$ cat config.mk
export PLATFORM = sky130hd
export DESIGN_NAME = gpio_cnt
export DESIGN_NICKNAME = d
export VERILOG_FILES = /design/src/hw/gpio_cnt.sv
export SDC_FILE = /design/constraint.sdc
export NUM_CORES = 1
export LEC_CHECK = 0
export BUFFER_PORTS_ARGS = -buffer_cell sky130_fd_sc_hd__buf_2
export CAP_MARGIN = 20
export CORE_AREA = 2 2 39 41
export DETAILED_ROUTE_END_ITERATION = 8
export DIE_AREA = 0 0 41 43
export PLACE_DENSITY = 0.63
export RECOVER_POWER = 25
export SYNTH_ARGS = -nofsm -noshare
export SYNTH_HDL_FRONTEND = slang
export SYNTH_SLANG_ARGS = --single-unit
$ cat constraint.sdc
create_clock -name clk_i -period 1.6 [get_ports clk_i]
set_input_delay 0.24 -clock clk_i [delete_from_list [all_inputs] [get_ports clk_i]]
set_output_delay 0.24 -clock clk_i [all_outputs]
set_load 0.01 [all_outputs]
$ cat src/hw/gpio_cnt.sv
/* Counts cycles with gpio_i high, pulses evt_o for one cycle at each wrap.
   A low input holds the count. CNT_MAX should be at least 2. */
`default_nettype none

module gpio_cnt #(
  parameter int unsigned CNT_MAX = 2048
) (
  input  wire  clk_i,
  input  wire  arst_n_i,
  input  wire  gpio_i,
  output logic evt_o
);

  localparam int unsigned CNT_W = (CNT_MAX > 1) ? $clog2(CNT_MAX) : 1;

  logic [CNT_W-1:0] cnt_q;
  logic             evt_q;

  always_ff @(posedge clk_i or negedge arst_n_i) begin
    if (!arst_n_i) begin
      cnt_q <= '0;
      evt_q <= 1'b0;
    end else begin
      evt_q <= 1'b0;
      if (gpio_i) begin
        if (cnt_q == CNT_W'(CNT_MAX - 1)) begin
          cnt_q <= '0;
          evt_q <= 1'b1;
        end else begin
          cnt_q <= cnt_q + 1'b1;
        end
      end
    end
  end

  assign evt_o = evt_q;

endmodule

`default_nettype wire

# == Word level (Yosys, flattened, before mapping) ==
# Index checks and enable logic that the tools add are counted.
# totals
reg_bits,12
latchBits,0
ram_bits,0
rom_bits,0
output_inout_bits,1
n_memories,0
# op_classes
n_addsub,1
mul,0
div_mod_pow,0
n_lt_le_gt_ge,0
n_eq_ne,1
shift,0
muxes,3
bitwise_logic,0
reduce_logical,0
# ops
cell,n
$add A11 B1 Y11 const B,1
$eq A11 B11 Y1 const B,1
$mux W11,1
$mux W1,2

# == Longest topological paths before layout ==
# depth
ltp_word,3
depth_mapped,4

# == Worst setup path after synthesis ==
# Ideal clock, no wire load.
# synth_path
path_type,register -> register
from,reg cnt_q[0]
to,reg cnt_q[3]
setup_time_ns,0.133
t_arrival_ns,1.127
required_ns,1.467
slack_ns,0.340
stages_incl_launch_ff,5
n_path_buf,0
period_less_slack_ns,1.260
cell_sequence,dfrtp_1 ha_1 nand2_1 nor4_2 nor2_1
# synth_via
elab_chain_len,2
# synth_rtl
item,line_no,text
"start, declared",16,logic [CNT_W-1:0] cnt_q;
"start signal, assigned",30,cnt_q <= cnt_q + 1'b1;
$add A11 B1 Y11 / $eq A11 B11 Y1 (equally long branches),"30, 26",
$mux W11 *,26,if (cnt_q == CNT_W'(CNT_MAX - 1)) begin
# Mark *: on every way between the ends. The rest lies on a longest branch, timed or not.
# A chain may end at the register's enable or synchronous reset.

# == Worst setup path after layout ==
# layout_path
from,reg cnt_q[0]
to,reg cnt_q[9]
# The elaborated chain is that of the path after synthesis.

==> metrics.txt <==
status completed; Iter 0 DRT Violations 6; total CTS buffers 3; H-tree levels 1; pin count of the biggest net entering global routing 13; crit end category register; Slew @ Worst Pin 0.630 ns; GP Congestion 0.755; DR pass1 iterations 4; Area Overhead vs Synth 10.6%; layout cells sized above 1 between 10% and 20%; routed via count between 400 and 500; die area around 1800 µm²; Final Instance Area about 650 µm²; final setup fails 0; I/O pin cnt 4; post-route minimum period about 1.4 ns; Fmax between 700 and 800 MHz; Place WS between 0.1 and 0.15 ns; Rel. slew slack 58.0%; die width about 41 µm; period utilisation layout ~86%; Longest Clk Path Bufs 2; EDFF count, synth 0; cell leakage power roughly 0.27 nW; Post-Syn Instances 58; total track usage 15.6%; initial antenna violation count 0; Yosys reg bits 12; clock-pin slew on the worst setup and hold paths about 0.07 ns; Detailed Route WL between 900 and 1000 µm; worst min path class input port to register; Syn Nets slightly above 60; post-synthesis sequential area ratio between 50% and 60%; unrepaired setup endpoints after global routing no; first-pass GRT wire length approximately 1800 µm; top cell type's share of synthesized area about half; Placed Area 613 µm²; CTS tree yes; Rows 14; core area approximately 1400 µm²; Residual DRC 0; Die Y between 40 and 50 µm; GRT overflow 0; count of cell types in the netlist 22; setup TNS 0 ns; PortBufs 3; Pwr Density approximately 1200 nW/µm²; largest area contributor in the netlist dfrtp_1; drt wl/cell 12.4 µm; Max VDD drop about 0.5 mV; Max Cap Viol 0; critical path type register to register; CP Data Arrival Time approximately 1.5 ns; initial core utilization a little over two fifths; crit-path max FO 6; via/cell ratio ~5.5; Synth async-reset ratio between 90% and 100%; ranking of synthesized cells by area dfrtp_1 51%, xnor2_1 4.4%, xor2_1 4.4%; dpl hpwl 738 µm; Final Hold Viols 0; final worst setup slack between 0.2 and 0.25 ns; Critical Path Start Type register; Worst Skew around 0.0032 ns; Skew-Pair Late Insertion Delay about 0.27 ns; Post-CTS Repair Setup Buffers 0; vias in the first global route around 440; main flop type after synthesis dfrtp_1; syn avg cell area 10.2 µm²; remaining antenna violation count after routing 0; clock root buffer clkbuf_4; Synth Cell Area around 590 µm²; Pins Over Slew Limit 0; # clock sinks 12; fin nets between 60 and 70; Ys Warns 0; # diodes 0; Critical Path RT approximately 1.8 ns; Power Total 798 µW
-- path summary, 6_finish.rpt --
check	depth (start not counted)	start	slack (ns)	to
max	4	cnt_q[0]	0.22	cnt_q[9]
min	2	gpio_i	0.29	cnt_q[1]
max reg2reg	4	cnt_q[0]	0.22	cnt_q[9]
min reg2reg	1	cnt_q[8]	0.50	cnt_q[8]
max in group asynchronous	2	arst_n_i	0.71	cnt_q[8]
min in group asynchronous	2	arst_n_i	0.49	cnt_q[9]
-- cells by family (layout without fill, tap and decap cells) --
kind of cell	after synthesis	after routing	synth area share (%)
flip-flops	12	12	50.8
buffers and inverters	6	11	4.66
AO/OA/AOI/OAI	8	8	7.63
adder cells (fa/ha/maj)	1	1	2.12
XOR/XNOR	6	6	8.90
AND/OR/NAND/NOR	25	25	25.8
-- cells in the mapped netlist (2+ instances only) --
| master | count |
|---|---|
| a21oi_1 | 2 |
| dfrtp_1 | 12 |
| inv_1 | 4 |
| nand2_1 | 6 |
| nand2b_1 | 2 |
| nand3_1 | 3 |
| nand4_1 | 4 |
| nor2_1 | 2 |
| nor3_1 | 2 |
| o21ai_0 | 4 |
| or3_1 | 2 |
| xnor2_1 | 3 |
| xor2_1 | 3 |
-- critical path: stages (launching register included) --
cell	delay, ns
dfrtp_1	0.42
ha_1	0.24
nand3_1	0.11
a2111oi_0	0.37
o21ai_0	0.12
-- routing by layer --
layer	vias up	share of wire [%]	track usage, %
met5	-	0	0
met1	206	47	18.5
met2	5	48	23.1
met3	2	3.1	6.28
met4	0	1.9	8.00
li1	218	-	-
-- report_power, final --
part           switching [mW]  total (mW)  internal, mW
registers               0.102       0.468         0.366
logic                  0.0771       0.145        0.0682
clock network          0.0972       0.184        0.0872
-- sequential cells by signal, indices dropped and copies added, names as in the netlist --
| name | cells |
|---|---|
| cnt_q | 11 |
| evt_o | 1 |
-- cell usage in the layout, fill, tap and decap left out, types with 2 or more instances in the layout --
| master | n |
|---|---|
| a21oi_1 | 2 |
| buf_2 | 2 |
| clkbuf_4 | 3 |
| dfrtp_1 | 12 |
| inv_1 | 4 |
| nand2_1 | 6 |
| nand2b_1 | 2 |
| nand3_1 | 3 |
| nand4_1 | 4 |
| nor2_1 | 2 |
| nor3_1 | 2 |
| o21ai_0 | 4 |
| or3_1 | 2 |
| xnor2_1 | 3 |
| xor2_1 | 3 |
-- through the flow --
| step | hold WS [ns] | utilization, % | instances |
|---|---|---|---|
| final | 0.295 | 47.2 | 79 |
| after global routing | 0.299 | 47.2 | 79 |
| after CTS | 0.295 | 46.7 | 79 |
| after detailed placement | 0.136 | 44.3 | 75 |
| after global placement | 0.132 | 44.3 | 75 |
| after floorplan | -0.0556 | - | 58 |
-- final cells by class --
type	instances	area [µm²]
Multi-Input combinational cell	40	272
Sequential cell	12	300
Inverter	4	15.0
Clock buffer	3	22.5
Tap cell	16	20.0
Fill cell	134	731
Timing Repair Buffer	4	23.8
-- what timing repair did --
action	in CTS	in global routing
hold buffers	1	0
resized for setup	0	1
endpoints found under the hold margin	12	0
endpoints found under the setup margin	0	1
Note: power is estimated with default switching activity, not from simulation.
