[config.mk]
export PLATFORM = sky130hd
export DESIGN_NAME = ext_bus_demux_flat
export DESIGN_NICKNAME = d
export VERILOG_FILES = /design/src/hw/ext_bus_pkg.sv /design/src/hw/wb_if.sv /design/src/hw/ext_bus_demux.sv /design/src/flat_wrapper.sv
export SDC_FILE = /design/constraint.sdc
export NUM_CORES = 1
export LEC_CHECK = 0
export BUFFER_PORTS_ARGS = -buffer_cell sky130_fd_sc_hd__buf_2
export CORE_AREA = 3 3 160 162
export CTS_BUF_LIST = sky130_fd_sc_hd__clkbuf_4
export DETAILED_ROUTE_END_ITERATION = 6
export DIE_AREA = 0 0 163 165
export GPL_ROUTABILITY_DRIVEN = 1
export GPL_TIMING_DRIVEN = 0
export PLACE_DENSITY = 0.47
export SLEW_MARGIN = 20
export SYNTH_ARGS = -nofsm -noshare
export SYNTH_HDL_FRONTEND = slang
export SYNTH_SLANG_ARGS = --single-unit
[constraint.sdc]
create_clock -name clk_i -period 1.65 [get_ports clk_i]
set_input_delay 0.2475 -clock clk_i [delete_from_list [all_inputs] [get_ports clk_i]]
set_output_delay 0.2475 -clock clk_i [all_outputs]
set_load 0.05 [all_outputs]
[src/hw/ext_bus_pkg.sv]
/* External bus widths, word types and the slot address map.
   Slots are 4 KB each at bits 13:12; any set bit above 13 is unmapped. */
`default_nettype none

package ext_bus_pkg;

  localparam int unsigned ADDR_W = 32;
  localparam int unsigned DATA_W = 32;
  localparam int unsigned SEL_W = DATA_W / 8;

  typedef logic [ADDR_W-1:0] addr_t;
  typedef logic [DATA_W-1:0] data_t;
  typedef logic [SEL_W-1:0] sel_t;

  // Address map
  // ------------------------------
  localparam int unsigned WORD_LSB = 2;
  localparam int unsigned SLOT_MSB = 13;
  localparam int unsigned SLOT_LSB = 12;

  typedef logic [SLOT_MSB-SLOT_LSB:0] slot_t;

  localparam slot_t MEM0_SLOT = 2'd0;
  localparam slot_t MEM1_SLOT = 2'd1;
  localparam slot_t PWR_SLOT = 2'd2;

  localparam data_t UNMAPPED_RDATA = '0;

  // Word offset inside one slot
  typedef logic [SLOT_LSB-WORD_LSB-1:0] ofs_t;

  localparam ofs_t PWR_SWITCH_OFS = 'd0;
  localparam ofs_t PWR_ACK_OFS = 'd1;

endpackage

`default_nettype wire

[src/hw/wb_if.sv]
/* Wishbone classic request and response, no err, rty or tags.
   Widths are set by the instantiating level. */
`default_nettype none

interface wb_if #(
  parameter int unsigned ADDR_W = 32,
  parameter int unsigned DATA_W = 32,
  parameter int unsigned SEL_W  = 4
);

  logic              cyc;
  logic              stb;
  logic              we;
  logic [SEL_W-1:0]  sel;
  logic [ADDR_W-1:0] adr;
  logic [DATA_W-1:0] dat_w;
  logic [DATA_W-1:0] dat_r;
  logic              ack;

  modport master (
    output cyc, stb, we, sel, adr, dat_w,
    input  dat_r, ack
  );

  modport slave (
    input  cyc, stb, we, sel, adr, dat_w,
    output dat_r, ack
  );

endinterface

`default_nettype wire

[src/hw/ext_bus_demux.sv]
/* Routes one Wishbone cycle to mem0, mem1 or the power block by slot.
   Unmapped cycles are acked here one cycle late; writes are dropped. */
`default_nettype none

module ext_bus_demux (
  input  wire                      clk_i,
  input  wire                      arst_n_i,
  input  wire                      cyc_i,
  input  wire                      stb_i,
  input  wire                      we_i,
  input  wire ext_bus_pkg::sel_t   sel_i,
  input  wire ext_bus_pkg::addr_t  adr_i,
  input  wire ext_bus_pkg::data_t  dat_i,
  output ext_bus_pkg::data_t       dat_o,
  output logic                     ack_o,
  wb_if.master                     mem0_m,
  wb_if.master                     mem1_m,
  wb_if.master                     pwr_m
);

  ext_bus_pkg::slot_t slot;
  logic in_range;
  logic hit_mem0;
  logic hit_mem1;
  logic hit_pwr;
  logic hit_unm;
  logic unm_pend_q;
  logic unm_ack_q;

  // Decode
  // ------------------------------
  assign slot     = adr_i[ext_bus_pkg::SLOT_MSB:ext_bus_pkg::SLOT_LSB];
  assign in_range = (adr_i[ext_bus_pkg::ADDR_W-1:ext_bus_pkg::SLOT_MSB+1] == '0);
  assign hit_mem0 = in_range && (slot == ext_bus_pkg::MEM0_SLOT);
  assign hit_mem1 = in_range && (slot == ext_bus_pkg::MEM1_SLOT);
  assign hit_pwr  = in_range && (slot == ext_bus_pkg::PWR_SLOT);
  assign hit_unm  = !(hit_mem0 || hit_mem1 || hit_pwr);

  // Request fan-out, strobe only toward the hit slot
  assign mem0_m.cyc   = cyc_i && hit_mem0;
  assign mem0_m.stb   = stb_i && hit_mem0;
  assign mem0_m.we    = we_i;
  assign mem0_m.sel   = sel_i;
  assign mem0_m.adr   = adr_i;
  assign mem0_m.dat_w = dat_i;

  assign mem1_m.cyc   = cyc_i && hit_mem1;
  assign mem1_m.stb   = stb_i && hit_mem1;
  assign mem1_m.we    = we_i;
  assign mem1_m.sel   = sel_i;
  assign mem1_m.adr   = adr_i;
  assign mem1_m.dat_w = dat_i;

  assign pwr_m.cyc   = cyc_i && hit_pwr;
  assign pwr_m.stb   = stb_i && hit_pwr;
  assign pwr_m.we    = we_i;
  assign pwr_m.sel   = sel_i;
  assign pwr_m.adr   = adr_i;
  assign pwr_m.dat_w = dat_i;

  // Unmapped slot answer
  always_ff @(posedge clk_i or negedge arst_n_i) begin
    if (!arst_n_i) begin
      unm_pend_q <= 1'b0;
      unm_ack_q  <= 1'b0;
    end else begin
      unm_ack_q  <= unm_pend_q;
      unm_pend_q <= cyc_i && stb_i && hit_unm && !unm_pend_q && !unm_ack_q;
    end
  end

  // Response mux
  // ------------------------------
  always_comb begin
    if (hit_mem0) begin
      dat_o = mem0_m.dat_r;
    end else if (hit_mem1) begin
      dat_o = mem1_m.dat_r;
    end else if (hit_pwr) begin
      dat_o = pwr_m.dat_r;
    end else begin
      dat_o = ext_bus_pkg::UNMAPPED_RDATA;
    end
  end

  assign ack_o = mem0_m.ack || mem1_m.ack || pwr_m.ack || unm_ack_q;

  a_single_ack: assert property (@(posedge clk_i) disable iff (!arst_n_i)
    $onehot0({mem0_m.ack, mem1_m.ack, pwr_m.ack, unm_ack_q}));

endmodule

`default_nettype wire

[src/flat_wrapper.sv]
// flat-port wrapper written by rule: the top's interface ports become plain ports
module ext_bus_demux_flat 
  (clk_i, arst_n_i, cyc_i, stb_i, we_i, sel_i, adr_i, dat_i, dat_o, ack_o, mem0_m_cyc, mem0_m_stb, mem0_m_we, mem0_m_sel, mem0_m_adr, mem0_m_dat_w, mem0_m_dat_r, mem0_m_ack, mem1_m_cyc, mem1_m_stb, mem1_m_we, mem1_m_sel, mem1_m_adr, mem1_m_dat_w, mem1_m_dat_r, mem1_m_ack, pwr_m_cyc, pwr_m_stb, pwr_m_we, pwr_m_sel, pwr_m_adr, pwr_m_dat_w, pwr_m_dat_r, pwr_m_ack);
  wb_if mem0_m_i ();
  wb_if mem1_m_i ();
  wb_if pwr_m_i ();
  input  wire clk_i;
  input  wire arst_n_i;
  input  wire cyc_i;
  input  wire stb_i;
  input  wire we_i;
  input  wire ext_bus_pkg::sel_t sel_i;
  input  wire ext_bus_pkg::addr_t adr_i;
  input  wire ext_bus_pkg::data_t dat_i;
  output ext_bus_pkg::data_t dat_o;
  output logic ack_o;
  output wire logic [$bits(mem0_m_i.cyc)-1:0] mem0_m_cyc;
  output wire logic [$bits(mem0_m_i.stb)-1:0] mem0_m_stb;
  output wire logic [$bits(mem0_m_i.we)-1:0] mem0_m_we;
  output wire logic [$bits(mem0_m_i.sel)-1:0] mem0_m_sel;
  output wire logic [$bits(mem0_m_i.adr)-1:0] mem0_m_adr;
  output wire logic [$bits(mem0_m_i.dat_w)-1:0] mem0_m_dat_w;
  input wire logic [$bits(mem0_m_i.dat_r)-1:0] mem0_m_dat_r;
  input wire logic [$bits(mem0_m_i.ack)-1:0] mem0_m_ack;
  output wire logic [$bits(mem1_m_i.cyc)-1:0] mem1_m_cyc;
  output wire logic [$bits(mem1_m_i.stb)-1:0] mem1_m_stb;
  output wire logic [$bits(mem1_m_i.we)-1:0] mem1_m_we;
  output wire logic [$bits(mem1_m_i.sel)-1:0] mem1_m_sel;
  output wire logic [$bits(mem1_m_i.adr)-1:0] mem1_m_adr;
  output wire logic [$bits(mem1_m_i.dat_w)-1:0] mem1_m_dat_w;
  input wire logic [$bits(mem1_m_i.dat_r)-1:0] mem1_m_dat_r;
  input wire logic [$bits(mem1_m_i.ack)-1:0] mem1_m_ack;
  output wire logic [$bits(pwr_m_i.cyc)-1:0] pwr_m_cyc;
  output wire logic [$bits(pwr_m_i.stb)-1:0] pwr_m_stb;
  output wire logic [$bits(pwr_m_i.we)-1:0] pwr_m_we;
  output wire logic [$bits(pwr_m_i.sel)-1:0] pwr_m_sel;
  output wire logic [$bits(pwr_m_i.adr)-1:0] pwr_m_adr;
  output wire logic [$bits(pwr_m_i.dat_w)-1:0] pwr_m_dat_w;
  input wire logic [$bits(pwr_m_i.dat_r)-1:0] pwr_m_dat_r;
  input wire logic [$bits(pwr_m_i.ack)-1:0] pwr_m_ack;
  assign mem0_m_cyc = mem0_m_i.cyc;
  assign mem0_m_stb = mem0_m_i.stb;
  assign mem0_m_we = mem0_m_i.we;
  assign mem0_m_sel = mem0_m_i.sel;
  assign mem0_m_adr = mem0_m_i.adr;
  assign mem0_m_dat_w = mem0_m_i.dat_w;
  assign mem0_m_i.dat_r = mem0_m_dat_r;
  assign mem0_m_i.ack = mem0_m_ack;
  assign mem1_m_cyc = mem1_m_i.cyc;
  assign mem1_m_stb = mem1_m_i.stb;
  assign mem1_m_we = mem1_m_i.we;
  assign mem1_m_sel = mem1_m_i.sel;
  assign mem1_m_adr = mem1_m_i.adr;
  assign mem1_m_dat_w = mem1_m_i.dat_w;
  assign mem1_m_i.dat_r = mem1_m_dat_r;
  assign mem1_m_i.ack = mem1_m_ack;
  assign pwr_m_cyc = pwr_m_i.cyc;
  assign pwr_m_stb = pwr_m_i.stb;
  assign pwr_m_we = pwr_m_i.we;
  assign pwr_m_sel = pwr_m_i.sel;
  assign pwr_m_adr = pwr_m_i.adr;
  assign pwr_m_dat_w = pwr_m_i.dat_w;
  assign pwr_m_i.dat_r = pwr_m_dat_r;
  assign pwr_m_i.ack = pwr_m_ack;
  ext_bus_demux u_core (.clk_i(clk_i), .arst_n_i(arst_n_i), .cyc_i(cyc_i), .stb_i(stb_i), .we_i(we_i), .sel_i(sel_i), .adr_i(adr_i), .dat_i(dat_i), .dat_o(dat_o), .ack_o(ack_o), .mem0_m(mem0_m_i), .mem1_m(mem1_m_i), .pwr_m(pwr_m_i));
endmodule
Yosys cells after proc, flatten, opt, wreduce, memory -nomap -nowiden
Index checks and enable logic that the tools add are counted.
{ "classes": {"muxes": 3, "n_eq_ne": 2, "n_reduce_logical": 23} }
{ "op_table": {"columns": ["op", "count"], "rows": [
  ["32-bit two-way mux", 3],
  ["18-bit zero test", 1],
  ["1-bit logical AND", 13],
  ["1-bit logical OR", 5],
  ["1-bit zero test", 3],
  ["2-bit by 1-bit equality test with 1-bit output, second input constant", 1],
  ["2-bit equality test, second input constant", 1],
  ["2-bit zero test", 1]
]} }
{ "totals": {"regBits": 2, "wordCells": 30, "out_inout_bits": 246} }

Longest topological paths before layout
{ "logic_depth": {"word_depth": 8, "ltp_mapped": 5, "ltp_nobuf": 3} }

Least setup slack after synthesis
Ideal clock, no wire load.
{ "synth_path": {"kind": "in2out", "start": "in adr_i[27]", "end": "out mem0_m_cyc", "cell_stages": 4, "t_arrival_ns": 2.339, "path_buffers": 1, "required_ns": 1.402, "path_slack_ns": -0.937, "path_cell_list": "nor4_1 > nand3_1 > buf_6 > nor4_1"} }
{ "synth_between": {"elab_chain_len": 3} }
{ "synth_lines": {"columns": ["element", "line", "rtl"], "rows": [
  ["from (decl)", "flat_wrapper.sv:13", "input wire ext_bus_pkg::addr_t adr_i;"],
  ["18-bit zero test", "ext_bus_demux.sv:33", "assign in_range = (adr_i[ext_bus_pkg::ADDR_W-1:ext_bus_pkg::SLOT_MSB+1] == '0);"],
  ["1-bit logical AND", "ext_bus_demux.sv:34", "assign hit_mem0 = in_range && (slot == ext_bus_pkg::MEM0_SLOT);"],
  ["1-bit logical AND", "ext_bus_demux.sv:40", "assign mem0_m.cyc = cyc_i && hit_mem0;"],
  ["to (decl)", "flat_wrapper.sv:17", "output wire logic [$bits(mem0_m_i.cyc)-1:0] mem0_m_cyc;"]
]} }
Every way passes these cells.

Final worst setup path
{ "layout_path": {"start": "in adr_i[31]", "end": "out dat_o[15]"} }
{ "layout_between": {"elab_chain_len": 5} }
{ "layout_lines": {"columns": ["element", "line", "rtl"], "rows": [
  ["18-bit zero test *", "ext_bus_demux.sv:33", null],
  ["1-bit logical AND", "ext_bus_demux.sv:36", "assign hit_pwr = in_range && (slot == ext_bus_pkg::PWR_SLOT);"],
  ["32-bit two-way mux", "ext_bus_demux.sv:79", "end else if (hit_pwr) begin"],
  ["32-bit two-way mux", "ext_bus_demux.sv:77", "end else if (hit_mem1) begin"],
  ["32-bit two-way mux *", "ext_bus_demux.sv:75", "if (hit_mem0) begin"],
  ["to (decl)", "flat_wrapper.sv:15", "output ext_bus_pkg::data_t dat_o;"]
]} }
Every way passes the cells marked *; elsewhere a longest branch is shown, timed or not.

==> results.md <==
Power:
- Power spread over the standard cell area amounts to 357.4 nW/um^2.
- The proportion of total power due to net switching is 0.6114.
- Of the total power, combinational logic draws 0.928.
- The leakage power is 3.596 nW.
- Summing internal, switching and leakage power gives 2.260 mW.
- VDD sags by at most 0.1737 mV.
- Of the total power, the clock network draws 0.049.
- The sequential fraction of design power is 0.024.
- In this run the power spent charging and discharging nets is 1.382 mW.
- The cell-internal power is 878.3 uW.

Critical path:
- Counting cells, the worst reg-to-reg path comes to 2.
- STA puts the critical path data arrival time at 1.63 ns.
- The critical path is of the in2out type.
- Along the worst path, the maximum fanout reaches 5.
- The worst setup path is launched from an input port.
- The data required time at the worst endpoint is 1.40 ns.
- The worst setup path is captured at an output port.

Detailed routing:
- Using the TritonRoute via totals, the vias-per-cell ratio works out to 3.390.
- After detailed routing, the average wire length per cell comes to 12.82 um.
- The routed design has 13700 um of wire.
- The detailed router's first-iteration violation count is 89.
- The via count is 3624.
- The residual antenna-violating net count after detailed routing is 0.
- In the routed design, unresolved DRC markers number 0.
- The length of the first detailed-routing pass in iterations is 4.

Place:
- The post-detailed-placement cell area is 5361 um^2.
- The number of input and output port buffers inserted is 368.
- The weighted congestion reported at the end of routability-driven placement is 0.7245.
- Detailed placement finished with a half-perimeter wire length of 11870 um.

Final layout:
- Once layout is complete, the utilization of the core stands at 0.2608.
- The count of antenna diodes in the layout is 0.
- The leading cell type in the layout, fill and taps excluded is sky130_fd_sc_hd__buf_2.
- The total number of nets in the final design is 919.
- Leaving out fill and tap cells, the most frequent cells in the layout are sky130_fd_sc_hd__buf_2, sky130_fd_sc_hd__buf_4, sky130_fd_sc_hd__buf_6.
- Compared with the post-synthesis result, the final layout area differs by 123.2%.
- Of the cells placed in the final design, the portion with a size suffix greater than 1 is 0.9275.
- The cell area after layout is 6324 um^2.

Worst hold path:
- The path class of the tightest hold or removal check is in2async.

Global route:
- The initial antenna violation count was 0.
- The number of global-route vias before repair is 3467.
- The wire length of the first global-routing pass is 18370 um.
- After global routing the overflow that remains totals 0.
- The overall fraction of global-route tracks in use is 0.08591.
- The maximum number of pins on one net before global-route repair is 11.

Synthesis:
- Synthesis produced a netlist with a net count of 521.
- The mapped cell area is 2833 um^2.
- The synthesized instance count is 349.
- Counting distinct cell types in the post-synthesis netlist gives 20.
- The sequential share of the synthesized area is 0.01767.
- Counting flops and latches in the post-synthesis netlist gives 2.
- Dividing the synthesized area by the synthesized cell count gives 8.117 um^2.
- The Yosys step of the flow raised 0 warnings.

Clocking:
- CTS built an H-tree with a depth of 1.
- Clock tree synthesis inserted a total of 3 buffers.
- The clock passes through at most 2 buffers.
- The clock tree from TritonCTS is yes.
- The clock drives 2 sinks.
- After clock tree synthesis, the clock-pin slew on the worst setup and hold paths is 0.03 ns.
- The root buffer cell is sky130_fd_sc_hd__clkbuf_4.
- At the later pin of the worst-skew pair, clock insertion delay measures 0.23 ns.

STA:
- Across all setup checks in the final design, the least slack found is -0.2275 ns.
- The worst hold margin is 0.3592 ns.
- Headroom to the max-slew limit came out at 0.7700.
- Derived from the worst setup path, the maximum achievable clock frequency is 532.6 MHz.
- In the finished design, the share of the clock period the worst path needs comes to 1.138.
- Across the routed clock network, the largest skew measured is 0.004526 ns.
- The final number of hold-violating endpoints is 0.
- Setup repair after global routing could not meet its margin everywhere.
- The time the worst path needs with I/O delays and setup is 1.878 ns.
- The final setup violation count is 32.
- The number of max-slew violations in the final report was 0.
- In the final timing run, aggregate negative setup slack is -4.925 ns.
- The transition time of the tightest slew-check pin is 0.3450 ns.

Floorplan:
- The initial utilization of the core area, before any placement, comes to 0.1168.
- The core footprint is 24250 um^2.
- The width of the die is 163 um.
- The floorplan step set the die height to 165 um.
- The overall die area is 26900 um^2.
- The number of top-level design ports is 418.
- The count of standard-cell rows is 57.

Status:
- The flow ran to the end, but the final reports show violations.
- The checks that failed: setup timing.

Job:
- The number of max-cap violations is 0.
## registers in the layout, summed over array words and instances, names as in the netlist
name,count
u_core.unm_ack_q,1
u_core.unm_pend_q,1
## worst paths after layout
kind,startpoint,end,slack (ns)
min in group clk_i,u_core.unm_pend_q,u_core.unm_ack_q,0.37
max in group asynchronous,arst_n_i,u_core.unm_pend_q,1.19
worst min-delay path,arst_n_i,u_core.unm_ack_q,0.36
worst min register to register,u_core.unm_pend_q,u_core.unm_ack_q,0.37
worst max-delay path,adr_i[31],dat_o[15],-0.23
worst max register to register,u_core.unm_pend_q,u_core.unm_pend_q,0.91
## logic make-up after synthesis
group           share of synthesized area
compound gates                    0.08746
simple gates                       0.1674
flops                             0.01767
buf+inv                            0.6003
mux                                0.1272
## critical path: stages
cell and delay (ns):
sky130_fd_sc_hd__buf_8 0.11, sky130_fd_sc_hd__nor4_4 0.32, sky130_fd_sc_hd__nand2_2 0.13, sky130_fd_sc_hd__buf_12 0.15
sky130_fd_sc_hd__buf_12 0.13, sky130_fd_sc_hd__buf_16 0.14, sky130_fd_sc_hd__nor3_4 0.18, sky130_fd_sc_hd__buf_6 0.20
## power by group through the flow
stage	clock [mW]	sequential, mW	combinational [mW]
floorplan	0	0.0538	1.55
global placement	0	0.0543	2.01
finish	0.110	0.0537	2.10
global route	0.123	0.0540	2.20
CTS	0.116	0.0538	2.08
detailed placement	0	0.0542	2.01
## layout make-up
class / count / area (um^2)
Inverter: 1 / 3.754
Tap cell: 324 / 405.4
Clock buffer: 3 / 22.52
Fill cell: 2612 / 17920
Multi-Input combinational cell: 120 / 1496
Timing Repair Buffer: 394 / 2525
Buffer: 225 / 1821
Sequential cell: 2 / 50.05
## stage by stage
stage                     instances  setup WS [ns]
after floorplan                 349        -0.1376
after global placement         1041        -0.6796
after detailed placement       1041        -0.6794
after CTS                      1063        -0.2911
after global routing           1069        -0.3053
final                          1069        -0.2275
## Yosys cell counts, drive strengths merged
cell	n	area (um^2)
a22oi	32	240.2
buf	223	1685
clkbuf	3	11.26
dfrtp	2	50.05
inv	1	3.750
mux2	32	360.4
nand2	5	18.77
nand2b	2	12.51
nand3	2	10.01
nor2	1	3.750
nor2b	1	6.260
nor3	33	315.3
nor4	10	100.1
o21a	1	7.510
or4	1	7.510
## metal layers
metal | vias to the layer above | global-route usage | wire, um
met5 | - | 0 | 0
met4 | 0 | 0.009996 | 136
met3 | 8 | 0.01354 | 1246
met2 | 225 | 0.1800 | 7725
met1 | 1613 | 0.09116 | 4595
li1 | 1778 | - | -
## what timing repair did
item / CTS / global route
hold buffers: 1 / 0
resized for setup: 147 / 33
endpoints found under the setup margin: 38 / 39
cloned: 4 / 1
hold endpoints to repair: 2 / 0
pin swaps: 27 / 27
setup buffers: 15 / 6
No activity file was read; power rests on OpenSTA's default activity.
