===== config.mk =====
export PLATFORM = sky130hd
export DESIGN_NAME = power_switch_emu_flat
export DESIGN_NICKNAME = d
export VERILOG_FILES = /design/src/hw/ext_bus_pkg.sv /design/src/hw/power_pkg.sv /design/src/hw/wb_if.sv /design/src/hw/power_switch_emu.sv /design/src/flat_wrapper.sv
export SDC_FILE = /design/constraint.sdc
export NUM_CORES = 1
export LEC_CHECK = 0
export ABC_AREA = 1
export BUFFER_PORTS_ARGS = -buffer_cell sky130_fd_sc_hd__buf_2
export CORE_MARGIN = 2
export CORE_UTILIZATION = 44
export DETAILED_ROUTE_END_ITERATION = 7
export HOLD_SLACK_MARGIN = 0.12
export PLACE_DENSITY = 0.84
export SLEW_MARGIN = 10
export SYNTH_ARGS = -nofsm -noshare
export SYNTH_HDL_FRONTEND = slang
export SYNTH_SLANG_ARGS = --single-unit

===== constraint.sdc =====
create_clock -name clk_i -period 2.34 [get_ports clk_i]
set_input_delay 0 -clock clk_i [delete_from_list [all_inputs] [get_ports clk_i]]
set_output_delay 0 -clock clk_i [all_outputs]
set_load 0.01 [all_outputs]

===== src/hw/ext_bus_pkg.sv =====
/* External bus widths, word types and the slot address map.
   Slots are 4 KB each at bits 13:12; any set bit above 13 is unmapped. */
`default_nettype none

package ext_bus_pkg;

  localparam int unsigned ADDR_W = 32;
  localparam int unsigned DATA_W = 32;
  localparam int unsigned SEL_W = DATA_W / 8;

  typedef logic [ADDR_W-1:0] addr_t;
  typedef logic [DATA_W-1:0] data_t;
  typedef logic [SEL_W-1:0] sel_t;

  // Address map
  // ------------------------------
  localparam int unsigned WORD_LSB = 2;
  localparam int unsigned SLOT_MSB = 13;
  localparam int unsigned SLOT_LSB = 12;

  typedef logic [SLOT_MSB-SLOT_LSB:0] slot_t;

  localparam slot_t MEM0_SLOT = 2'd0;
  localparam slot_t MEM1_SLOT = 2'd1;
  localparam slot_t PWR_SLOT = 2'd2;

  localparam data_t UNMAPPED_RDATA = '0;

  // Word offset inside one slot
  typedef logic [SLOT_LSB-WORD_LSB-1:0] ofs_t;

  localparam ofs_t PWR_SWITCH_OFS = 'd0;
  localparam ofs_t PWR_ACK_OFS = 'd1;

endpackage

`default_nettype wire


===== src/hw/power_pkg.sv =====
/* Power domains driven by the switch emulation.
   Switch and acknowledge lines are active low: zero means powered. */
`default_nettype none

package power_pkg;

  // cpu, peripheral, external
  localparam int unsigned N_DOMAINS = 3;

  typedef logic [N_DOMAINS-1:0] domain_vec_t;

endpackage

`default_nettype wire


===== src/hw/wb_if.sv =====
/* Wishbone classic request and response, no err, rty or tags.
   Widths are set by the instantiating level. */
`default_nettype none

interface wb_if #(
  parameter int unsigned ADDR_W = 32,
  parameter int unsigned DATA_W = 32,
  parameter int unsigned SEL_W  = 4
);

  logic              cyc;
  logic              stb;
  logic              we;
  logic [SEL_W-1:0]  sel;
  logic [ADDR_W-1:0] adr;
  logic [DATA_W-1:0] dat_w;
  logic [DATA_W-1:0] dat_r;
  logic              ack;

  modport master (
    output cyc, stb, we, sel, adr, dat_w,
    input  dat_r, ack
  );

  modport slave (
    input  cyc, stb, we, sel, adr, dat_w,
    output dat_r, ack
  );

endinterface

`default_nettype wire


===== src/hw/power_switch_emu.sv =====
/* Power switch register with an emulated switch acknowledge.
   SWITCH_ACK_LATENCY must be at least 1; only sel[0] guards the switch write. */
`default_nettype none

module power_switch_emu #(
  parameter int unsigned SWITCH_ACK_LATENCY = 15
) (
  input  wire                      clk_i,
  input  wire                      arst_n_i,
  wb_if.slave                      bus_s,
  output power_pkg::domain_vec_t   switch_n_o,
  output power_pkg::domain_vec_t   ack_n_o
);

  ext_bus_pkg::ofs_t      ofs;
  logic                   pend_q;
  logic                   ack_q;
  power_pkg::domain_vec_t switch_q;
  power_pkg::domain_vec_t ack_line_q [SWITCH_ACK_LATENCY];

  assign ofs = bus_s.adr[ext_bus_pkg::SLOT_LSB-1:ext_bus_pkg::WORD_LSB];

  // Bus handshake and switch register
  // ------------------------------
  always_ff @(posedge clk_i or negedge arst_n_i) begin
    if (!arst_n_i) begin
      pend_q   <= 1'b0;
      ack_q    <= 1'b0;
      switch_q <= '0;
    end else begin
      ack_q  <= pend_q;
      pend_q <= bus_s.cyc && bus_s.stb && !pend_q && !ack_q;
      if (pend_q && bus_s.we && bus_s.sel[0] && (ofs == ext_bus_pkg::PWR_SWITCH_OFS)) begin
        switch_q <= bus_s.dat_w[power_pkg::N_DOMAINS-1:0];
      end
    end
  end

  // Switch acknowledge delay line
  always_ff @(posedge clk_i or negedge arst_n_i) begin
    if (!arst_n_i) begin
      for (int i = 0; i < SWITCH_ACK_LATENCY; i++) begin
        ack_line_q[i] <= '0;
      end
    end else begin
      ack_line_q[0] <= switch_q;
      for (int i = 1; i < SWITCH_ACK_LATENCY; i++) begin
        ack_line_q[i] <= ack_line_q[i-1];
      end
    end
  end

  assign switch_n_o = switch_q;
  assign ack_n_o    = ack_line_q[SWITCH_ACK_LATENCY-1];

  always_comb begin
    bus_s.dat_r = '0;
    if (ofs == ext_bus_pkg::PWR_SWITCH_OFS) begin
      bus_s.dat_r[power_pkg::N_DOMAINS-1:0] = switch_q;
    end else if (ofs == ext_bus_pkg::PWR_ACK_OFS) begin
      bus_s.dat_r[power_pkg::N_DOMAINS-1:0] = ack_n_o;
    end
  end

  assign bus_s.ack = ack_q;

  // Ack answers a live request and falls on the next cycle
  a_ack_one_cycle: assert property (@(posedge clk_i) disable iff (!arst_n_i)
    bus_s.ack |=> !bus_s.ack && $past(bus_s.cyc && bus_s.stb));

endmodule

`default_nettype wire


===== src/flat_wrapper.sv =====
// flat-port wrapper written by rule: the top's interface ports become plain ports
module power_switch_emu_flat 
#(
  parameter int unsigned SWITCH_ACK_LATENCY = 15
)
  (clk_i, arst_n_i, switch_n_o, ack_n_o, bus_s_cyc, bus_s_stb, bus_s_we, bus_s_sel, bus_s_adr, bus_s_dat_w, bus_s_dat_r, bus_s_ack);
  wb_if bus_s_i ();
  input  wire clk_i;
  input  wire arst_n_i;
  output power_pkg::domain_vec_t switch_n_o;
  output power_pkg::domain_vec_t ack_n_o;
  input wire logic [$bits(bus_s_i.cyc)-1:0] bus_s_cyc;
  input wire logic [$bits(bus_s_i.stb)-1:0] bus_s_stb;
  input wire logic [$bits(bus_s_i.we)-1:0] bus_s_we;
  input wire logic [$bits(bus_s_i.sel)-1:0] bus_s_sel;
  input wire logic [$bits(bus_s_i.adr)-1:0] bus_s_adr;
  input wire logic [$bits(bus_s_i.dat_w)-1:0] bus_s_dat_w;
  output wire logic [$bits(bus_s_i.dat_r)-1:0] bus_s_dat_r;
  output wire logic [$bits(bus_s_i.ack)-1:0] bus_s_ack;
  assign bus_s_i.cyc = bus_s_cyc;
  assign bus_s_i.stb = bus_s_stb;
  assign bus_s_i.we = bus_s_we;
  assign bus_s_i.sel = bus_s_sel;
  assign bus_s_i.adr = bus_s_adr;
  assign bus_s_i.dat_w = bus_s_dat_w;
  assign bus_s_dat_r = bus_s_i.dat_r;
  assign bus_s_ack = bus_s_i.ack;
  power_switch_emu #(.SWITCH_ACK_LATENCY(SWITCH_ACK_LATENCY)) u_core (.clk_i(clk_i), .arst_n_i(arst_n_i), .bus_s(bus_s_i), .switch_n_o(switch_n_o), .ack_n_o(ack_n_o));
endmodule

; Word-level counts from Yosys, hierarchy flattened
; Cells that the tools add are included.
[classes]
eq_ne = 1
reduce_logical = 9
muxes = 2
[ops]
columns = op, count
row1 = $eq 10x1->1 const B, 1
row2 = $logic_not 10->1, 1
row3 = $logic_and 1x1->1, 6
row4 = $mux 3, 2
row5 = $logic_not 1->1, 2
[word_totals]
wordCells = 30
input_bits = 73
out_inout_bits = 39
reg_bits = 50

; Logic depth before layout (Yosys ltp)
; Gate-level depths: netlist (run 1).
[logic_depth]
ltp_word = 3
depth_mapped = 6
ltp_nobuf = 6

; Worst setup path after synthesis (run 1)
; OpenSTA, ideal clock, no wires.
[synth_timing]
kind = reg2reg
start = register u_core.pend_q
end = register u_core.switch_q[0] (netlist: u_core.switch_n_o[0])
setup_ps = 117
required_ps = 2223
path_slack_ps = 1484
n_path_buf = 0
period_less_slack_ps = 856
t_arrival_ps = 739
path_stages_with_launch = 5
cell_sequence = dfrtp_1 -> and3_1 -> nand3_2 -> nand2_1 -> nand2_1
[synth_between]
elab_chain_len = 3
[synth_rtl]
columns = item, line_no
row1 = start: declaration, power_switch_emu.sv:16  ; logic pend_q;
row2 = start signal: assignment, power_switch_emu.sv:32  ; pend_q <= bus_s.cyc && bus_s.stb && !pend_q && !ack_q;
row3 = $logic_and 1x1->1 (3 in series), power_switch_emu.sv:33  ; if (pend_q && bus_s.we && bus_s.sel[0] && (ofs == ext_bus_pkg::PWR_SWITCH_OFS)) begin
row4 = end signal: assignment, power_switch_emu.sv:34  ; switch_q <= bus_s.dat_w[power_pkg::N_DOMAINS-1:0];
row5 = end: declaration, power_switch_emu.sv:18  ; power_pkg::domain_vec_t switch_q;
; Every way passes these cells.
; A chain may end at the register's enable or synchronous reset.

; Worst setup path after layout (run 1)
[layout_timing]
start = register u_core.pend_q
end = register u_core.switch_q[1] (netlist: u_core.switch_n_o[1])
; The elaborated chain is that of the path after synthesis.

==> results_dict.tcl, run 1 <==
set metrics [dict create \
    start_util_pct 45.6 \
    arrival_ns 2.28 \
    drtAntennaViolNets 0 \
    power_uw 1420 \
    antenna_cells 0 \
    reg2reg_from "u_core.pend_q$_DFF_PN0_" \
    drt-initial-drc-count 29 \
    grt_remaining_overflow 0 \
    yosysSeqAreaShare_pct 75.6 \
    layout.nets 230 \
    hold_path_depth 0 \
    ir_worst_vdd_uv 491 \
    clk_latency_ns 0.29 \
    cellLeakagePower_uw 0.00109 \
    r2r_setup_slack_ns 0.29 \
    cts_sinks 50 \
    hold_viol_final 0 \
    dr.pass1.iters 3 \
    antenna_found_initial 0 \
    layout-drive-gt1-share_pct 24.1 \
    die_h_um 65.3 \
    avgSynthCellArea_sq_um 14.5 \
    min_to "u_core.ack_n_o[1]$_DFF_PN0_" \
    dp_hpwl_um 1480 \
    grt_pass1_vias 791 \
    vias 826 \
    finalCriticalPeriod_ns 2.05 \
    synthesis.area_sq_um 1660 \
    setup_viol 0 \
    num_rows 22 \
    slew_viol_final 0 \
    r2r-end "u_core.switch_n_o[1]$_DFFE_PN0P_" \
    cts_tree "yes" \
    synth.distinct_cells 12 \
    status "complete, no violations" \
    postLayoutCoreUtil_pct 53.2 \
    worstSetupPathType "flop to flop" \
    grt_pass1_wl_um 3770 \
    io_pins 112 \
    crit_required_ns 2.57 \
    dieArea_sq_um 4270 \
    core_sq_um 3630 \
    cts.clk_slew.worst_paths_ns 0.08 \
    critical_path.startpoint_type "flop" \
    fin_crit_sh_pct 87.7 \
    fin_skew_ns 0.00627 \
    routed_via_density 4.01 \
    io_buffers 28 \
    track_usage_pct 12.6 \
    grt_max_degree 51 \
    r2r_cells 5 \
    powerDensity_nw_per_um2 734 \
    max_freq_mhz 488 \
    layout_commonest_cell "dfrtp_1" \
    yosysTopAreaCell "dfrtp_1" \
    stdcell_area_sq_um 1930 \
    fin_tns_setup_ns 0 \
    route.detailed.drc 0 \
    min_from "u_core.ack_line_q[4]$_DFF_PN0_" \
    ys_seq_elements 50 \
    placed_area_sq_um 1720 \
    syn_to_final_growth_pct 16.7 \
    drv_cap 0 \
    slew_headroom_pct 32.9 \
    worst_pin_slew_ns 1.01 \
    wire_per_inst_um 11.5 \
    wirelength_um 2370 \
    clockRootBuffer "clkbuf_8" \
    cts_setup_buffers 0 \
    final_cell_mix "50 x dfrtp_1, 29 x conb_1, 28 x buf_2, 12 x nand2_1, 12 x dlygate4sd3_1" \
    cts_resized 0 \
    rsz0062_at_grt "no" \
    yosys-top-cells-area "dfrtp_1 76%, buf_4 15%, nand2_1 2.7%, nand4_1 2.3%, nor2_4 1.4%" \
    ys_warn_count 0 \
    cp-end-kind "flop" \
    syn_inst 114 \
    hold_path_class "flop to flop" \
    clk_path_buf_depth 2 \
    cp_max_fo 4 \
    synth_top_area_share_pct 75.6 \
    cts_max_level 2 \
    numCtsBuffers 5 \
    die_w_um 65.3 \
    gp_congestion 0.677 \
]
## cells in the mapped netlist, drive strengths merged
| cell | instances |
|---|---|
| nand2 | 12 |
| dfrtp | 50 |
| nand4 | 6 |
| inv | 1 |
| conb | 1 |
| and3 | 1 |
| buf | 32 |
| nor2 | 6 |
| nand3 | 4 |
| nor3 | 1 |
## worst max-delay path: stages (launching register included)
cell,delay [ns]
dfrtp_1,0.36
and3_1,0.27
nand4_1,0.15
dlygate4sd3_1,0.60
nand2_1,0.07
dlygate4sd3_1,0.54
## per-stage QoR
| step | worst slack [ns] | hold slack (ns) | std cells |
|---|---|---|---|
| 2_1_floorplan | 1.48 | -0.296 | 142 |
| 3_3_place_gp | 1.39 | 0.208 | 186 |
| 3_5_place_dp | 1.33 | 0.224 | 186 |
| 4_1_cts | 0.337 | 0.354 | 206 |
| 5_1_grt | 0.181 | 0.362 | 206 |
| 6_report | 0.289 | 0.352 | 206 |
## per-layer routing
| layer | up-vias | part of all wire [%] | GRT usage, % |
|---|---|---|---|
| li1 | 383 | - | - |
| met1 | 416 | 42 | 15.4 |
| met2 | 25 | 52 | 19.8 |
| met3 | 2 | 5.5 | 5.14 |
| met4 | 0 | 0.72 | 5.47 |
| met5 | - | 0 | 0 |
## state kept, by name (all words and copies together) (netlist names)
register and flops:
u_core.ack_line_q 42, u_core.ack_n_o 3, u_core.switch_n_o 3, u_core.bus_s.ack 1
u_core.pend_q 1
## layout make-up
class | count | area (sq um)
Fill cell | 318 | 1700
Multi-Input combinational cell | 59 | 265
Tap cell | 48 | 60.1
Clock buffer | 7 | 86.3
Clock inverter | 1 | 5.00
Sequential cell | 50 | 1250
Inverter | 1 | 3.75
Timing Repair Buffer | 40 | 260
## worst max path at each step
stage / from / slack (ns) / to
after floorplan: u_core.pend_q$_DFF_PN0_ / 1.48 / u_core.switch_n_o[0]$_DFFE_PN0P_
after global placement: u_core.pend_q$_DFF_PN0_ / 1.39 / u_core.switch_n_o[1]$_DFFE_PN0P_
after detailed placement: u_core.pend_q$_DFF_PN0_ / 1.33 / u_core.switch_n_o[2]$_DFFE_PN0P_
after CTS: u_core.pend_q$_DFF_PN0_ / 0.34 / u_core.switch_n_o[2]$_DFFE_PN0P_
after global routing: u_core.pend_q$_DFF_PN0_ / 0.18 / u_core.switch_n_o[1]$_DFFE_PN0P_
final: u_core.pend_q$_DFF_PN0_ / 0.29 / u_core.switch_n_o[1]$_DFFE_PN0P_
## timing repair
item	4_1_cts	5_1_grt
endpoints found under the setup margin	0	0
hold buffers	12	0
hold endpoints to repair	54	0
## kinds of logic (layout without fill, tap and decap cells)
group                  after synthesis  count (layout)  share of synthesized area, %
DFF                                 50              50                          75.6
buffers and inverters               33              49                          14.7
other                                1              29                         0.227
and+or+nand+nor                     30              30                          9.45
## power breakdown
group,switching (uW),internal [uW]
Sequential,1.65,866
Combinational,48.7,20.5
Clock,243,238
No activity file was read; power rests on OpenSTA's default activity.
==> run 2: changes to the inputs <==
--- a/config.mk
+++ b/config.mk
@@ -7,12 +7,12 @@
 export LEC_CHECK = 0
 export ABC_AREA = 1
 export BUFFER_PORTS_ARGS = -buffer_cell sky130_fd_sc_hd__buf_2
-export CORE_MARGIN = 2
+export CORE_MARGIN = 5
 export CORE_UTILIZATION = 44
 export DETAILED_ROUTE_END_ITERATION = 7
 export HOLD_SLACK_MARGIN = 0.12
 export PLACE_DENSITY = 0.84
-export SLEW_MARGIN = 10
+export SLEW_MARGIN = 15
 export SYNTH_ARGS = -nofsm -noshare
 export SYNTH_HDL_FRONTEND = slang
 export SYNTH_SLANG_ARGS = --single-unit
==> run 2 against run 1 <==
  * Die area is 19% higher
  * Sequential share of layout area is 0.21 points higher
  * Cell count is 0.97% lower
  * Core utilization is 0.57 points lower
  * Flip-flop and latch count stayed put
  * Maximum frequency is 3.4% higher
  * Hold slack worse by 0.086 ns
  * Critical path depth stayed put
  * Sequential power hardly changed
  * Critical path type unchanged
  * Largest power group unchanged
==> results_dict.tcl, run 2 (synthesis gave the netlist of run 1 again) <==
set metrics [dict create \
    fin_skew_ns 0.00122 \
    start_util_pct 45.2 \
    r2r_setup_slack_ns 0.36 \
    layout.nets 230 \
    r2r-end "u_core.switch_n_o[1]$_DFFE_PN0P_" \
    crit_top_cell "dlygate4sd3_1" \
    fillers 310 \
    cellLeakagePower_uw 0.00109 \
    drv_cap 0 \
    grt_remaining_overflow 0 \
    crit_required_ns 2.52 \
    cp_max_fo 4 \
    grt_pass1_wl_um 4150 \
    placed_area_sq_um 1720 \
    finalCriticalPeriod_ns 1.98 \
    cts_resized 0 \
    cts.clk_slew.worst_paths_ns 0.08 \
    slew_viol_final 0 \
    status "complete, no violations" \
    syn_to_final_growth_pct 16.3 \
    io_buffers 28 \
    ir_worst_vdd_uv 284 \
    dr.pass1.iters 4 \
    grt_pass1_vias 891 \
    postLayoutCoreUtil_pct 52.6 \
    crit_buf_inv 2 \
    rsz0062_at_grt "no" \
    critPathLaunch "u_core.pend_q$_DFF_PN0_" \
    wirelength_um 2510 \
    layout_commonest_cell "dfrtp_1" \
    cp-end-kind "flop" \
    final_cell_mix "50 x dfrtp_1, 29 x conb_1, 27 x buf_2, 12 x nand2_1, 12 x dlygate4sd3_1" \
    core_sq_um 3660 \
    drtAntennaViolNets 0 \
    wire_per_inst_um 12.3 \
    hold_viol_final 0 \
    path_delay_family "buffers and inverters" \
    crit_chain "and3_1, nand4_1, dlygate4sd3_1, nand2_1, dlygate4sd3_1" \
    worstSetupPathType "flop to flop" \
    regArea_sq_um 1250 \
    dp_hpwl_um 1580 \
    r2r_cells 5 \
    multiInputGateArea_sq_um 265 \
    setup_viol 0 \
    clk_path_buf_depth 2 \
    fin_tns_setup_ns 0 \
    drt-initial-drc-count 42 \
    fin_crit_sh_pct 84.7 \
    crit_slowest_cell "dlygate4sd3_1" \
    arrival_ns 2.16 \
    pre_cts_ws_ns 1.37 \
    powerDensity_nw_per_um2 731 \
    cts_sinks 50 \
    die_w_um 71.3 \
    cpPeakStageDelay_ns 0.56 \
    setup_ws_ns 0.357 \
    route.detailed.drc 0 \
    dieArea_sq_um 5090 \
    clk_latency_ns 0.29 \
    stdcell_area_sq_um 1930 \
    regMostFlops "u_core.ack_line_q" \
    io_pins 112 \
    critPathCapture "u_core.switch_n_o[1]$_DFFE_PN0P_" \
    die_h_um 71.3 \
    layout-drive-gt1-share_pct 23.7 \
    clockRootBuffer "clkbuf_8" \
    critical_path.startpoint_type "flop" \
    reg2reg_from "u_core.pend_q$_DFF_PN0_" \
    antenna_found_initial 0 \
    routed_via_density 4.09 \
    max_freq_mhz 504 \
    numCtsBuffers 5 \
    slew_headroom_pct 60.6 \
    cts_max_level 2 \
    worst_pin_slew_ns 0.590 \
    grt_max_degree 51 \
    antenna_cells 0 \
    track_usage_pct 11.0 \
    gp_congestion 0.720 \
    cts_tree "yes" \
    vias 834 \
    largest_register_ffs 42 \
    hold_path_class "primary input to asynchronous set/reset pin" \
    num_rows 22 \
    cp.depth 5 \
]
-- run 2: power by group --
part / total (uW) / internal [uW] / switching (uW) / leakage [uW]
Combinational: 71.7 / 21.1 / 50.6 / 0.000346
Clock: 469 / 228 / 241 / 0.0000431
Sequential: 868 / 866 / 1.81 / 0.000697
-- run 2: timing repair --
action / CTS / global route
endpoints found under the hold margin: 54 / 0
setup buffers: 0 / 0
hold buffers: 12 / 0
-- run 2: worst register-to-register path, delay by kind of cell (launching register included) --
| kind | cells | cell delay [ns] |
|---|---|---|
| buffers and inverters | 2 | 1.11 |
| flip-flops | 1 | 0.40 |
| AND/OR/NAND/NOR | 3 | 0.37 |
-- run 2: final cells by class --
| class | count | area share [%] |
|---|---|---|
| clock buffers | 6 | 4.29 |
| well taps | 48 | 3.12 |
| flip-flops and latches | 50 | 65.0 |
| inverters | 1 | 0.195 |
| multi-input cells | 59 | 13.8 |
| repair buffers | 40 | 13.6 |
-- run 2: worst min path at each step --
| stage | start | cells after the start | slack (ns) | endpoint |
|---|---|---|---|---|
| 2_1_floorplan | arst_n_i | 0 | -0.30 | u_core.ack_line_q[10]$_DFF_PN0_ |
| 3_3_place_gp | arst_n_i | 1 | 0.21 | u_core.ack_line_q[4]$_DFF_PN0_ |
| 3_5_place_dp | arst_n_i | 1 | 0.23 | u_core.ack_line_q[3]$_DFF_PN0_ |
| 4_1_cts | u_core.ack_line_q[23]$_DFF_PN0_ | 0 | 0.35 | u_core.ack_line_q[20]$_DFF_PN0_ |
| 5_1_grt | arst_n_i | 2 | 0.32 | u_core.ack_line_q[3]$_DFF_PN0_ |
| 6_report | arst_n_i | 2 | 0.27 | u_core.ack_line_q[4]$_DFF_PN0_ |
-- run 2: metal layers --
layer,routed length (um),track usage (%),vias up
met1,1090,14.3,397
met4,40,6.26,0
met2,1080,15.5,51
li1,-,-,383
met5,0,0,-
met3,298,4.49,3
-- run 2: through the flow --
stage | std cells | power (uW) | hold slack [ns]
2_1_floorplan | 142 | 949 | -0.296
3_3_place_gp | 186 | 946 | 0.211
3_5_place_dp | 186 | 947 | 0.225
4_1_cts | 204 | 1420 | 0.352
5_1_grt | 204 | 1470 | 0.319
6_report | 204 | 1410 | 0.266
==> run 3: changes to the inputs <==
--- a/config.mk
+++ b/config.mk
@@ -8,10 +8,10 @@
 export ABC_AREA = 1
 export BUFFER_PORTS_ARGS = -buffer_cell sky130_fd_sc_hd__buf_2
 export CORE_MARGIN = 5
-export CORE_UTILIZATION = 44
+export CORE_UTILIZATION = 40
 export DETAILED_ROUTE_END_ITERATION = 7
 export HOLD_SLACK_MARGIN = 0.12
-export PLACE_DENSITY = 0.84
+export PLACE_DENSITY = 0.77
 export SLEW_MARGIN = 15
 export SYNTH_ARGS = -nofsm -noshare
 export SYNTH_HDL_FRONTEND = slang
==> constraint.sdc (replaced) <==
create_clock -name clk_i -period 2 [get_ports clk_i]
set_input_delay 0 -clock clk_i [delete_from_list [all_inputs] [get_ports clk_i]]
set_output_delay 0 -clock clk_i [all_outputs]
set_load 0.01 [all_outputs]
==> run 3 against run 2 <==
  * Register-to-register slack worse by 0.28 ns
  * Clock-buffer cell count is 1 higher
  * Final area rose by 0.58%
  * Maximum frequency up 2.9%
  * Flip-flop and latch count unchanged
  * Global-route usage down 0.35 points
  * Cell count is 2.5% higher
  * Critical path depth stayed put
  * Via count rose by 4.6%
  * Critical path type unchanged
  * Critical endpoint is now u_core.switch_n_o[0]$_DFFE_PN0P_
  * Largest power group unchanged
==> results_dict.tcl, run 3 (synthesis gave the netlist of run 1 again) <==
set metrics [dict create \
    grt_pass1_wl_um 4150 \
    fin_crit_sh_pct 96.3 \
    die_h_um 74.3 \
    cp-end-kind "flop" \
    wirelength_um 2570 \
    arrival_ns 2.10 \
    cellLeakagePower_uw 0.00109 \
    wl_met2_um 1070 \
    gp_congestion 0.750 \
    grt_remaining_overflow 0 \
    io_buffers 28 \
    dp_cells 190 \
    cpPeakStageDelay_ns 0.54 \
    stdcell_area_sq_um 1940 \
    max_freq_mhz 519 \
    top_layer_used "met4" \
    p_sw_share_pct 21.3 \
    path_delay_family "buffers and inverters" \
    dr.pass1.iters 4 \
    regArea_sq_um 1250 \
    finalCriticalPeriod_ns 1.93 \
    crit_buf_inv 2 \
    powerDensity_nw_per_um2 842 \
    route.met3.wl_um 337 \
    stdcell_count 209 \
    layout.nets 232 \
    p_seq_share_pct 62.3 \
    regMostFlops "u_core.ack_line_q" \
    status "complete, no violations" \
    routed_via_density 4.17 \
    slew_viol_final 0 \
    wl_met1_um 1130 \
    die_w_um 74.3 \
    vias 872 \
    drv_cap 0 \
    worstSetupPathType "flop to flop" \
    crit_chain "and3_4, nand4_1, dlygate4sd3_1, nand2_1, dlygate4sd3_1" \
    crit_top_cell "dlygate4sd3_1" \
    fillers 358 \
    grt_pass1_vias 876 \
    critical_path.startpoint_type "flop" \
    antenna_cells 0 \
    num_rows 23 \
    drt-initial-drc-count 87 \
    dieArea_sq_um 5520 \
    placed_area_sq_um 1740 \
    fin_skew_ns 0.00760 \
    setup_viol 0 \
    clockRootBuffer "clkbuf_8" \
    crit_slowest_cell "dlygate4sd3_1" \
    dp_hpwl_um 1690 \
    ir_worst_vdd_uv 318 \
    io_pins 112 \
    combPwrFrac_pct 5.4 \
    fin_tns_setup_ns 0 \
    crit_required_ns 2.18 \
    hold_path_class "primary input to asynchronous set/reset pin" \
    wire_per_inst_um 12.3 \
    clock_power_share_pct 32.3 \
    multiInputGateArea_sq_um 270 \
    drtAntennaViolNets 0 \
    syn_to_final_growth_pct 17.0 \
    cts_tree "yes" \
    clk_path_buf_depth 2 \
    layout-drive-gt1-share_pct 25.2 \
    antenna_found_initial 0 \
    cts_sinks 50 \
    start_util_pct 41.4 \
    hold_viol_final 0 \
    clk_latency_ns 0.29 \
    numCtsBuffers 5 \
    core_sq_um 4000 \
    p_int_uw 1280 \
    p_sw_uw 348 \
    reg2reg_from "u_core.pend_q$_DFF_PN0_" \
    final_cell_mix "50 x dfrtp_1, 29 x conb_1, 28 x buf_2, 12 x nand2_1, 11 x dlygate4sd3_1" \
    route.detailed.drc 0 \
    grt_max_degree 19 \
    largest_register_ffs 42 \
    cts.clk_slew.worst_paths_ns 0.08 \
    critPathLaunch "u_core.pend_q$_DFF_PN0_" \
    track_usage_pct 10.7 \
    postLayoutCoreUtil_pct 48.4 \
    cp_max_fo 4 \
    cts_max_level 2 \
    layout_commonest_cell "dfrtp_1" \
]
[run 3: final timing paths]
path                            cells after the start  slack (ns)                               end
worst max-delay path                                5        0.07  u_core.switch_n_o[0]$_DFFE_PN0P_
worst min-delay path                                2        0.16    u_core.ack_line_q[4]$_DFF_PN0_
worst max register to register                      5        0.07  u_core.switch_n_o[0]$_DFFE_PN0P_
worst min register to register                      0        0.34       u_core.ack_n_o[0]$_DFF_PN0_
max in group asynchronous                           3        1.29   u_core.ack_line_q[20]$_DFF_PN0_
min in group clk_i                                  0        0.34       u_core.ack_n_o[0]$_DFF_PN0_
[run 3: repair_timing]
item	CTS	global route
hold endpoints to repair	54	0
setup endpoints to repair	0	3
gates resized for setup	0	2
hold buffers	12	0
buffers inserted	0	1
[run 3: power groups by stage]
stage               combinational [uW]  sequential [uW]  clock (uW)
floorplan                         74.0             1040           0
global placement                  74.1             1040           0
detailed placement                76.1             1040           0
CTS                               85.2             1020         549
global route                       102             1020         600
finish                            88.8             1020         527
[run 3: layer usage]
metal	up-vias	GRT usage (%)
li1	388	-
met1	420	14.3
met2	59	15.0
met3	5	5.68
met4	0	3.56
met5	-	0
[run 3: area by class of cell]
cell class	count	share of cell area, %
Sequential cell	50	64.6
Timing Repair Buffer	42	14.1
Multi-Input combinational cell	59	14.0
Clock buffer	7	3.94
Tap cell	50	3.23
Inverter	1	0.194
[run 3: metrics by stage]
stage | power (uW) | setup slack [ns] | hold WS [ns]
5_1_grt | 1720 | -0.00905 | 0.189
3_3_place_gp | 1110 | 1.05 | -0.0711
2_1_floorplan | 1110 | 1.14 | -0.296
4_1_cts | 1650 | 0.0167 | 0.150
6_report | 1630 | 0.0733 | 0.156
3_5_place_dp | 1110 | 1.03 | -0.0610
